===== config.mk =====
export PLATFORM = sky130hd
export DESIGN_NAME = revo_encoder_top
export DESIGN_NICKNAME = d
export VERILOG_FILES = /design/src/revo_timing_pkg.sv /design/src/revo_regs_pkg.sv /design/src/cal_word_serializer.sv /design/src/revo_clock_encoder.sv /design/src/revo_config_regs.sv /design/src/revo_discriminator.sv /design/src/revo_encoder_top.sv
export SDC_FILE = /design/constraint.sdc
export NUM_CORES = 1
export LEC_CHECK = 0
export ABC_CLOCK_PERIOD_IN_PS = 2600
export BUFFER_PORTS_ARGS = -buffer_cell sky130_fd_sc_hd__buf_4
export CAP_MARGIN = 20
export CORE_MARGIN = 3
export CORE_UTILIZATION = 35
export DETAILED_ROUTE_END_ITERATION = 7
export SYNTH_ARGS = -nofsm -noshare
export SYNTH_HDL_FRONTEND = slang
export SYNTH_HIERARCHICAL = 1
export SYNTH_SLANG_ARGS = --single-unit

===== constraint.sdc =====
create_clock -name clock254 -period 2.6 [get_ports clock254]
set_input_delay 0.39 -clock clock254 [delete_from_list [all_inputs] [get_ports clock254]]
set_output_delay 0.39 -clock clock254 [all_outputs]
set_load 0.01 [all_outputs]

===== src/revo_timing_pkg.sv =====
`default_nettype none

package revo_timing_pkg;

	// ------------------------------------------------------------------------
	// sample stream
	// ------------------------------------------------------------------------
	localparam int stream_width = 12;
	// newest samples, the rest is the quiet window
	localparam int max_duration = 6;
	localparam int quiet_width = stream_width - max_duration;

	// ------------------------------------------------------------------------
	// frame ring and holdoff
	// ------------------------------------------------------------------------
	localparam int frame_cycles = 4;
	localparam logic [frame_cycles-1:0] ring_init = frame_cycles'(1);
	localparam int holdoff_frames = 2;
	localparam int holdoff_width = $clog2(holdoff_frames + 1);
	localparam logic [holdoff_width-1:0] holdoff_init = holdoff_width'(holdoff_frames);
	// marker lasts one whole frame
	localparam int marker_width = $clog2(frame_cycles + 1);
	localparam logic [marker_width-1:0] marker_init = marker_width'(frame_cycles);

	// ------------------------------------------------------------------------
	// calibration serializer
	// ------------------------------------------------------------------------
	localparam int word_width = 8;
	localparam int bit_count_width = $clog2(word_width);
	localparam logic [bit_count_width-1:0] bit_count_last = bit_count_width'(word_width - 1);

endpackage

`default_nettype wire

===== src/revo_regs_pkg.sv =====
`default_nettype none

package revo_regs_pkg;

	// ------------------------------------------------------------------------
	// apb bus geometry
	// ------------------------------------------------------------------------
	localparam int paddr_width = 4;
	localparam int apb_data_width = 32;

	// register map
	localparam logic [paddr_width-1:0] addr_ctrl = 4'h0;
	localparam logic [paddr_width-1:0] addr_idle_word = 4'h4;
	localparam logic [paddr_width-1:0] addr_marker_word = 4'h8;
	localparam logic [paddr_width-1:0] addr_trg_count = 4'hC;

	// ------------------------------------------------------------------------
	// reset values and counter
	// ------------------------------------------------------------------------
	// idle pattern, sent when no trigger happened
	localparam logic [revo_timing_pkg::word_width-1:0] idle_word_reset = 8'hF2;
	// pattern sent once after each trigger
	localparam logic [revo_timing_pkg::word_width-1:0] marker_word_reset = 8'hF4;

	// saturating trigger counter
	localparam int count_width = 16;

endpackage

`default_nettype wire


===== src/cal_word_serializer.sv =====
`default_nettype none

module cal_word_serializer (
	input  wire logic clock254,
	input  wire logic reset,
	input  wire logic trigger,
	input  wire logic [revo_timing_pkg::word_width-1:0] idle_word,
	input  wire logic [revo_timing_pkg::word_width-1:0] marker_word,
	output logic cal_data,
	output logic cal_frame
);

	logic [revo_timing_pkg::bit_count_width-1:0] bit_count;
	logic load;
	logic pending;
	logic [revo_timing_pkg::word_width-1:0] shift_reg;

	assign load = (bit_count == '0);

	// word period
	always_ff @(posedge clock254) begin
		if (reset) begin
			bit_count <= '0;
		end else if (bit_count == revo_timing_pkg::bit_count_last) begin
			bit_count <= '0;
		end else begin
			bit_count <= bit_count + 1'b1;
		end
	end

	// ------------------------------------------------------------------------
	// word select and shift out
	// ------------------------------------------------------------------------
	always_ff @(posedge clock254) begin
		if (reset) begin
			pending <= 1'b0;
			shift_reg <= '0;
			cal_frame <= 1'b0;
		end else begin
			cal_frame <= load;
			if (load) begin
				// a trigger in the load cycle counts for this word
				shift_reg <= (pending || trigger) ? marker_word : idle_word;
				pending <= 1'b0;
			end else begin
				shift_reg <= {shift_reg[revo_timing_pkg::word_width-2:0], 1'b0};
				if (trigger) begin
					pending <= 1'b1;
				end
			end
		end
	end

	// msb first
	assign cal_data = shift_reg[revo_timing_pkg::word_width-1];

endmodule

`default_nettype wire


===== src/revo_clock_encoder.sv =====
`default_nettype none

module revo_clock_encoder (
	input  wire logic clock254,
	input  wire logic reset,
	input  wire logic trigger,
	input  wire logic frame_start,
	output logic clock127_out,
	output logic trg_out,
	output logic trg_marker
);

	logic [revo_timing_pkg::marker_width-1:0] marker_count;

	// ------------------------------------------------------------------------
	// half-rate reference and marker frame
	// ------------------------------------------------------------------------
	always_ff @(posedge clock254) begin
		if (reset) begin
			clock127_out <= 1'b0;
		end else begin
			clock127_out <= ~clock127_out;
		end
	end

	// counts down one full frame after the trigger cycle
	always_ff @(posedge clock254) begin
		if (reset) begin
			marker_count <= '0;
		end else if (trigger && frame_start) begin
			marker_count <= revo_timing_pkg::marker_init;
		end else if (marker_count != '0) begin
			marker_count <= marker_count - 1'b1;
		end
	end

	assign trg_marker = (marker_count != '0);

	// encoded copy stops toggling for the marker frame
	assign trg_out = clock127_out & ~trg_marker;

endmodule

`default_nettype wire


===== src/revo_config_regs.sv =====
`default_nettype none

module revo_config_regs (
	input  wire logic clock254,
	input  wire logic reset,
	input  wire logic psel,
	input  wire logic penable,
	input  wire logic pwrite,
	input  wire logic [revo_regs_pkg::paddr_width-1:0] paddr,
	input  wire logic [revo_regs_pkg::apb_data_width-1:0] pwdata,
	input  wire logic trigger,
	input  wire logic frame_start,
	output logic [revo_regs_pkg::apb_data_width-1:0] prdata,
	output logic pready,
	output logic pslverr,
	output logic enable,
	output logic [revo_timing_pkg::word_width-1:0] idle_word,
	output logic [revo_timing_pkg::word_width-1:0] marker_word
);

	logic write_access;
	logic addr_hit;
	logic count_up;
	logic [revo_regs_pkg::count_width-1:0] trg_count;

	// zero wait states, every access phase completes
	assign pready = psel & penable;
	assign write_access = psel & penable & pwrite;
	// triggers only ever land on a frame boundary
	assign count_up = trigger & frame_start;

	// ------------------------------------------------------------------------
	// read decode
	// ------------------------------------------------------------------------
	always_comb begin
		prdata = '0;
		addr_hit = 1'b1;
		case (paddr)
			revo_regs_pkg::addr_ctrl: prdata[0] = enable;
			revo_regs_pkg::addr_idle_word: prdata[revo_timing_pkg::word_width-1:0] = idle_word;
			revo_regs_pkg::addr_marker_word: begin
				prdata[revo_timing_pkg::word_width-1:0] = marker_word;
			end
			revo_regs_pkg::addr_trg_count: prdata[revo_regs_pkg::count_width-1:0] = trg_count;
			default: addr_hit = 1'b0;
		endcase
	end

	// error only in the access phase of an unmapped address
	assign pslverr = psel & penable & ~addr_hit;

	// ------------------------------------------------------------------------
	// control and calibration words
	// ------------------------------------------------------------------------
	always_ff @(posedge clock254) begin
		if (reset) begin
			enable <= 1'b0;
			idle_word <= revo_regs_pkg::idle_word_reset;
			marker_word <= revo_regs_pkg::marker_word_reset;
		end else if (write_access) begin
			case (paddr)
				revo_regs_pkg::addr_ctrl: enable <= pwdata[0];
				revo_regs_pkg::addr_idle_word: begin
					idle_word <= pwdata[revo_timing_pkg::word_width-1:0];
				end
				revo_regs_pkg::addr_marker_word: begin
					marker_word <= pwdata[revo_timing_pkg::word_width-1:0];
				end
				default: ;
			endcase
		end
	end

	// trigger counter, a write clears it ahead of any increment
	always_ff @(posedge clock254) begin
		if (reset) begin
			trg_count <= '0;
		end else if (write_access && paddr == revo_regs_pkg::addr_trg_count) begin
			trg_count <= '0;
		end else if (count_up && trg_count != '1) begin
			trg_count <= trg_count + 1'b1;
		end
	end

endmodule

`default_nettype wire


===== src/revo_discriminator.sv =====
`default_nettype none

module revo_discriminator (
	input  wire logic clock254,
	input  wire logic reset,
	input  wire logic raw_revo,
	input  wire logic enable,
	output logic trigger,
	output logic frame_start
);

	logic [1:0] sync_ff;
	logic [revo_timing_pkg::stream_width-1:0] stream;
	logic [revo_timing_pkg::frame_cycles-1:0] ring;
	logic [revo_timing_pkg::max_duration-1:0] recent;
	logic [revo_timing_pkg::quiet_width-1:0] quiet;
	logic recent_any;
	logic quiet_any;
	logic decision;
	logic [revo_timing_pkg::holdoff_width-1:0] holdoff_count;

	assign frame_start = ring[0];

	// ------------------------------------------------------------------------
	// synchronizer, sample stream and frame ring
	// ------------------------------------------------------------------------
	always_ff @(posedge clock254) begin
		if (reset) begin
			sync_ff <= '0;
			stream <= '0;
			ring <= revo_timing_pkg::ring_init;
		end else begin
			sync_ff <= {sync_ff[0], raw_revo};
			// newest sample enters at bit 0
			stream <= {stream[revo_timing_pkg::stream_width-2:0], sync_ff[1]};
			ring <= {ring[revo_timing_pkg::frame_cycles-2:0],
				ring[revo_timing_pkg::frame_cycles-1]};
		end
	end

	// ------------------------------------------------------------------------
	// decision, one phase per ring position
	// ------------------------------------------------------------------------
	always_ff @(posedge clock254) begin
		if (reset) begin
			recent <= '0;
			quiet <= '0;
			recent_any <= 1'b0;
			quiet_any <= 1'b0;
			decision <= 1'b0;
			trigger <= 1'b0;
		end else begin
			if (ring[0]) begin
				recent <= stream[revo_timing_pkg::max_duration-1:0];
				quiet <= stream[revo_timing_pkg::stream_width-1:revo_timing_pkg::max_duration];
			end
			if (ring[1]) begin
				recent_any <= |recent;
				quiet_any <= |quiet;
			end
			// edge seen recently with silence before it
			if (ring[2]) begin
				decision <= enable & recent_any & ~quiet_any & (holdoff_count == '0);
			end
			// lands on the next frame_start
			trigger <= ring[revo_timing_pkg::frame_cycles-1] & decision;
		end
	end

	// suppress the frames right after a trigger
	always_ff @(posedge clock254) begin
		if (reset) begin
			holdoff_count <= '0;
		end else if (trigger) begin
			holdoff_count <= revo_timing_pkg::holdoff_init;
		end else if (frame_start && holdoff_count != '0) begin
			holdoff_count <= holdoff_count - 1'b1;
		end
	end

endmodule

`default_nettype wire


===== src/revo_encoder_top.sv =====
`default_nettype none

module revo_encoder_top (
	input  wire logic clock254,
	input  wire logic reset,
	input  wire logic psel,
	input  wire logic penable,
	input  wire logic pwrite,
	input  wire logic [revo_regs_pkg::paddr_width-1:0] paddr,
	input  wire logic [revo_regs_pkg::apb_data_width-1:0] pwdata,
	output logic [revo_regs_pkg::apb_data_width-1:0] prdata,
	output logic pready,
	output logic pslverr,
	input  wire logic raw_revo,
	output logic clock127_out,
	output logic trg_out,
	output logic trg_marker,
	output logic cal_data,
	output logic cal_frame
);

	logic enable;
	logic [revo_timing_pkg::word_width-1:0] idle_word;
	logic [revo_timing_pkg::word_width-1:0] marker_word;
	logic trigger;
	logic frame_start;

	// ------------------------------------------------------------------------
	// register block
	// ------------------------------------------------------------------------
	revo_config_regs u_regs (
		.clock254    (clock254),
		.reset       (reset),
		.psel        (psel),
		.penable     (penable),
		.pwrite      (pwrite),
		.paddr       (paddr),
		.pwdata      (pwdata),
		.trigger     (trigger),
		.frame_start (frame_start),
		.prdata      (prdata),
		.pready      (pready),
		.pslverr     (pslverr),
		.enable      (enable),
		.idle_word   (idle_word),
		.marker_word (marker_word)
	);

	// ------------------------------------------------------------------------
	// revolution path
	// ------------------------------------------------------------------------
	revo_discriminator u_disc (
		.clock254    (clock254),
		.reset       (reset),
		.raw_revo    (raw_revo),
		.enable      (enable),
		.trigger     (trigger),
		.frame_start (frame_start)
	);

	revo_clock_encoder u_enc (
		.clock254     (clock254),
		.reset        (reset),
		.trigger      (trigger),
		.frame_start  (frame_start),
		.clock127_out (clock127_out),
		.trg_out      (trg_out),
		.trg_marker   (trg_marker)
	);

	// calibration stream
	cal_word_serializer u_ser (
		.clock254    (clock254),
		.reset       (reset),
		.trigger     (trigger),
		.idle_word   (idle_word),
		.marker_word (marker_word),
		.cal_data    (cal_data),
		.cal_frame   (cal_frame)
	);

endmodule

`default_nettype wire


### After elaboration in Yosys (flattened, before gate mapping)

Cells that the tools add are included.

* register bits: 86
* input bits: 42
* logic and storage cells: 80

* $add $sub $neg: 4
* eq/ne operators: 5
* muxes and demuxes: 10
* bitwise operators: 14
* reduce and logical (&&, ||, !) cells: 24

Operator list (number)
* $mux 8: 3
* $pmux 7 s3: 1
* $add 16x1->16 const B: 1
* $ne 16x16->1 const B: 1
* $reduce_or 2->1: 6
* $reduce_or 6->1: 2
* $and 1x1->1: 9
* $eq 4x4->1 const B: 2
* $mux 3: 2
* $reduce_and 2->1: 3
* $reduce_bool 2->1: 3
* $not 1->1: 5
* $eq 4x3->1 const B: 1
* $logic_and 1x1->1: 4
* $logic_not 4->1: 1
* $mux 2: 2
* $pmux 1 s4: 1
* $reduce_or 4->1: 1
* $add 3x1->3 const B: 1
* $eq 3x3->1 const B: 1
* $logic_not 3->1: 1
* $reduce_bool 3->1: 1
* $sub 3x1->3 const B: 1
* $logic_not 2->1: 1
* other kinds (3): 3

### Longest topological paths before layout

* depth after elaboration: 5
* depth in mapped cells: 6
* mapped depth without buffers: 6

### By module

Netlist, hierarchy kept.

Modules (own cells, without submodules)
* revo_config_regs: times used 1, cells each 227, area an instance 1909.3 um^2
* revo_discriminator: times used 1, cells each 106, area an instance 1204.9 um^2
* cal_word_serializer: times used 1, cells each 45, area an instance 515.5 um^2
* revo_clock_encoder: times used 1, cells each 22, area an instance 203.9 um^2

### Least setup slack after synthesis

No wires, ideal clock.

* path kind: input-to-output
* from: input port paddr[3] (netlist bit)
* to: output port prdata[0] (netlist bit)
* arrival: 1.429 ns
* slack: 0.781 ns
* stages on the path: 3
* buffers on the path: 1
* cell sequence: clkbuf_1 > mux4_2 > nor2b_1

* cells in the longest elaborated chain, start to end: 2
* elaborated cells between the ends (all ways): 5
* classes of those cells: 3 x eq/ne; 1 x mux; 1 x reduce/logical

Ends and longest elaborated chain
* from (decl): RTL line revo_encoder_top.sv:9 `input wire logic [revo_regs_pkg::paddr_width-1:0] paddr,`
* $eq 4x4->1, or another cell as far along: RTL line revo_config_regs.sv:38 `case (paddr)`
* $pmux 1 s4 *: RTL line revo_config_regs.sv:38
* to (decl): RTL line revo_encoder_top.sv:11 `output logic [revo_regs_pkg::apb_data_width-1:0] prdata,`

Mark *: on every way between the ends. The rest lies on a longest branch, timed or not.

### Worst setup path after layout

* from: register u_regs/trg_count[2] (netlist bit)
* to: register u_regs/trg_count[13] (netlist bit)

* cells in the longest elaborated chain, start to end: 2
* elaborated cells between the ends (all ways): 3
* classes of those cells: 1 x add/sub; 1 x eq/ne; 1 x reduce/logical

Ends and longest elaborated chain
* from (decl): RTL line revo_config_regs.sv:24 `logic [revo_regs_pkg::count_width-1:0] trg_count;`
* from (signal assigned): RTL line revo_config_regs.sv:81 `trg_count <= trg_count + 1'b1;`
* parallel branches: the longest is 2 deep, another holds $add 16x1->16

Parallel ways; which one is timed is not known.
A chain may end at the register's enable or synchronous reset.

==> impl_metrics.csv <==
group,metric,value,unit
status,outcome,"finished, final reports clean",
finish,nets,488,
synth,synth_flop_cell,"dfxtp_1",
drt,via_per_inst,4.89,
placed_design,hpwl,5230,µm
synth,yosys_warnings,6,
clocking,path_clk_slew,0.09,ns
grt,antenna_found_initial,0,
die,fp.dieW,111,µm
critical_path,crit_required,2.88,ns
die,rows,37,
grt,grt_pass1_vias,2768,
clocking,hold_buffers,0,
clocking,clock_latency,0.35,ns
drt,drc_errors,0,
finish,largest_reg_flops,16,
sta,timing.hold.ws,0.252,ns
critical_path,worstSetupEndpointType,"flop",
finish,area_growth,14.3,%
finish,diodes,0,
die,start_util,36.5,%
sta,tns,0,ns
run,max_cap_viol_count,0,
grt,grt_pass1_wl,12800,µm
synth,ys_seq_elements,86,
drt,totalWireLength,7370,µm
min_path,hp-class,"in2reg",
critical_path,cp.arrival,2.29,ns
power_and_ir_drop,power.total,2.70,mW
finish,drive_above_1_share,17.6,%
synth,synthCells,400,
grt,grt_max_degree,64,
sta,finalClockSkew,0.00953,ns
clocking,cts_tree,"yes",
die,pin_count,81,
grt,grt.overflow.total,0,
sta,min_period,2.00,ns
critical_path,startpoint_type,"flop",
power_and_ir_drop,p_per_area,616,nW/µm²
synth,ys_seq_area_share,44.9,%
sta,slew_violations,0,
power_and_ir_drop,p_leak,1.79,nW
grt,grt_util_met3,4.15,%
power_and_ir_drop,peakVddDrop,0.000338,V
die,core-area,10500,µm²
grt,grt_use_met1,15.5,%
finish,top_regs,"u_regs/trg_count x16, u_disc/stream x12",
drt,dr.pass1.iters,5,
grt,use_met2,20.6,%
drt,antenna_left,0,
finish,top_register,"u_regs/trg_count",
synth,async_reset_ff_share,0,%
critical_path,critical_path.max_fanout,8,
critical_path,crit_type,"reg2reg",
grt,grt_use_total,12.4,%
sta,slew_headroom,55.6,%
synth,synth_cell_types,55,
clocking,post_cts_buffers,0,
sta,setup_viol,0,
clocking,cts_root_buffer,"clkbuf_8",
grt,top_usage_layer,"met2",
drt,drt-initial-drc-count,166,
clocking,numCtsBuffers,9,
sta,fmax,499,MHz
placed_design,io_buffers,40,
finish,fill_cells,1060,
clocking,clock_sinks,86,
die,die_h,111,µm
sta,rsz0062_at_grt,"false",
drt,wl_per_cell,12.7,µm
clocking,clk_path_buf_depth,2,
sta,worst_pin_slew,0.666,ns
synth,avgSynthCellArea,9.58,µm²
sta,hold_violations,0,
placed_design,gp_congestion,0.798,
drt,via_count,2832,
die,dieArea,12200,µm²
clocking,ctsResizeCount,0,
sta,period_share,77.1,%
synth,synth_edf_count,0,
clocking,ctsHtreeMaxLevel,3,
synth,synth_area,3830,µm²
finish,utilization,41.7,%
logic make-up (layout without fill, tap and decap cells):
logic type	Yosys count	count (layout)	share of synthesized area, %
AO/OA/AOI/OAI	67	67	12.6
adder cells (fa/ha/maj)	8	8	2.61
buffers and inverters	53	81	7.90
AND/OR/NAND/NOR	145	145	20.9
flip-flops	86	86	44.9
other	1	16	0.0978
XOR/XNOR	2	2	0.457
multiplexers	38	38	10.5
critical path, stage by stage, from the launching register on:
cell and delay [ns]:
dfxtp_1 0.49, nand4_1 0.23, or4_4 0.59, or4_1 0.48, a21oi_1 0.15
metal layers:
layer / share of wire (%) / vias up
li1: - / 1451
met3: 4.2 / 4
met2: 48 / 52
met5: 0 / -
met1: 48 / 1325
met4: 0.64 / 0
cells in the mapped netlist (8+ instances only):
master	n	area, µm²
nor2b_1	25	156
ha_1	8	100
a21oi_1	16	80.1
mux2i_1	30	300
clkbuf_1	9	33.8
dfxtp_1	86	1720
and2_1	11	68.8
nand2_1	13	48.8
a211o_1	10	87.6
nand3_1	9	45.0
nor2_1	44	165
buf_4	16	120
inv_1	19	71.3
through the flow:
step,cells,area (µm²),setup WS [ns]
global route,579,4380,0.448
floorplan,415,3890,0.781
CTS,579,4380,0.591
global placement,563,4170,0.664
finish,579,4380,0.596
detailed placement,563,4170,0.608
layout make-up:
| type | count | area [µm²] | share of cell area (%) |
|---|---|---|---|
| Timing Repair Buffer | 46 | 345 | 7.88 |
| Clock buffer | 10 | 138 | 3.14 |
| Sequential cell | 86 | 1720 | 39.3 |
| Clock inverter | 6 | 70.1 | 1.60 |
| Multi-Input combinational cell | 276 | 1870 | 42.6 |
| Tap cell | 136 | 170 | 3.88 |
| Inverter | 19 | 71.3 | 1.63 |
path summary, 6_finish.rpt:
kind                               startpoint                                 to  slack (ns)  cells past startpoint
max          u_regs/trg_count[2]$_SDFFE_PP0P_  u_regs/trg_count[13]$_SDFFE_PP0P_        0.60                      4
min                                 pwdata[7]   u_regs/idle_word[7]$_SDFFE_PP1P_        0.25                      2
max reg2reg  u_regs/trg_count[2]$_SDFFE_PP0P_  u_regs/trg_count[13]$_SDFFE_PP0P_        0.60                      4
min reg2reg      u_disc/decision$_SDFFE_PP0P_          u_disc/trigger$_SDFF_PP0_        0.43                      2
cell usage in the layout, fill, tap and decap left out, types with 8 or more instances in the layout:
| cell type | synthesis | routed |
|---|---|---|
| dfxtp_1 | 86 | 86 |
| buf_4 | 16 | 46 |
| nor2_1 | 44 | 44 |
| mux2i_1 | 30 | 30 |
| nor2b_1 | 25 | 25 |
| inv_1 | 19 | 19 |
| a21oi_1 | 16 | 16 |
| conb_1 | 1 | 16 |
| nand2_1 | 13 | 13 |
| and2_1 | 11 | 11 |
| clkbuf_8 | 0 | 10 |
| a211o_1 | 10 | 10 |
| nand3_1 | 9 | 9 |
| ha_1 | 8 | 8 |
report_power, final:
part | switching (mW) | internal [mW] | total [mW]
registers | 0.0242 | 1.37 | 1.39
logic | 0.186 | 0.170 | 0.356
clock network | 0.476 | 0.475 | 0.950
Power figures use the tool's default switching activity.
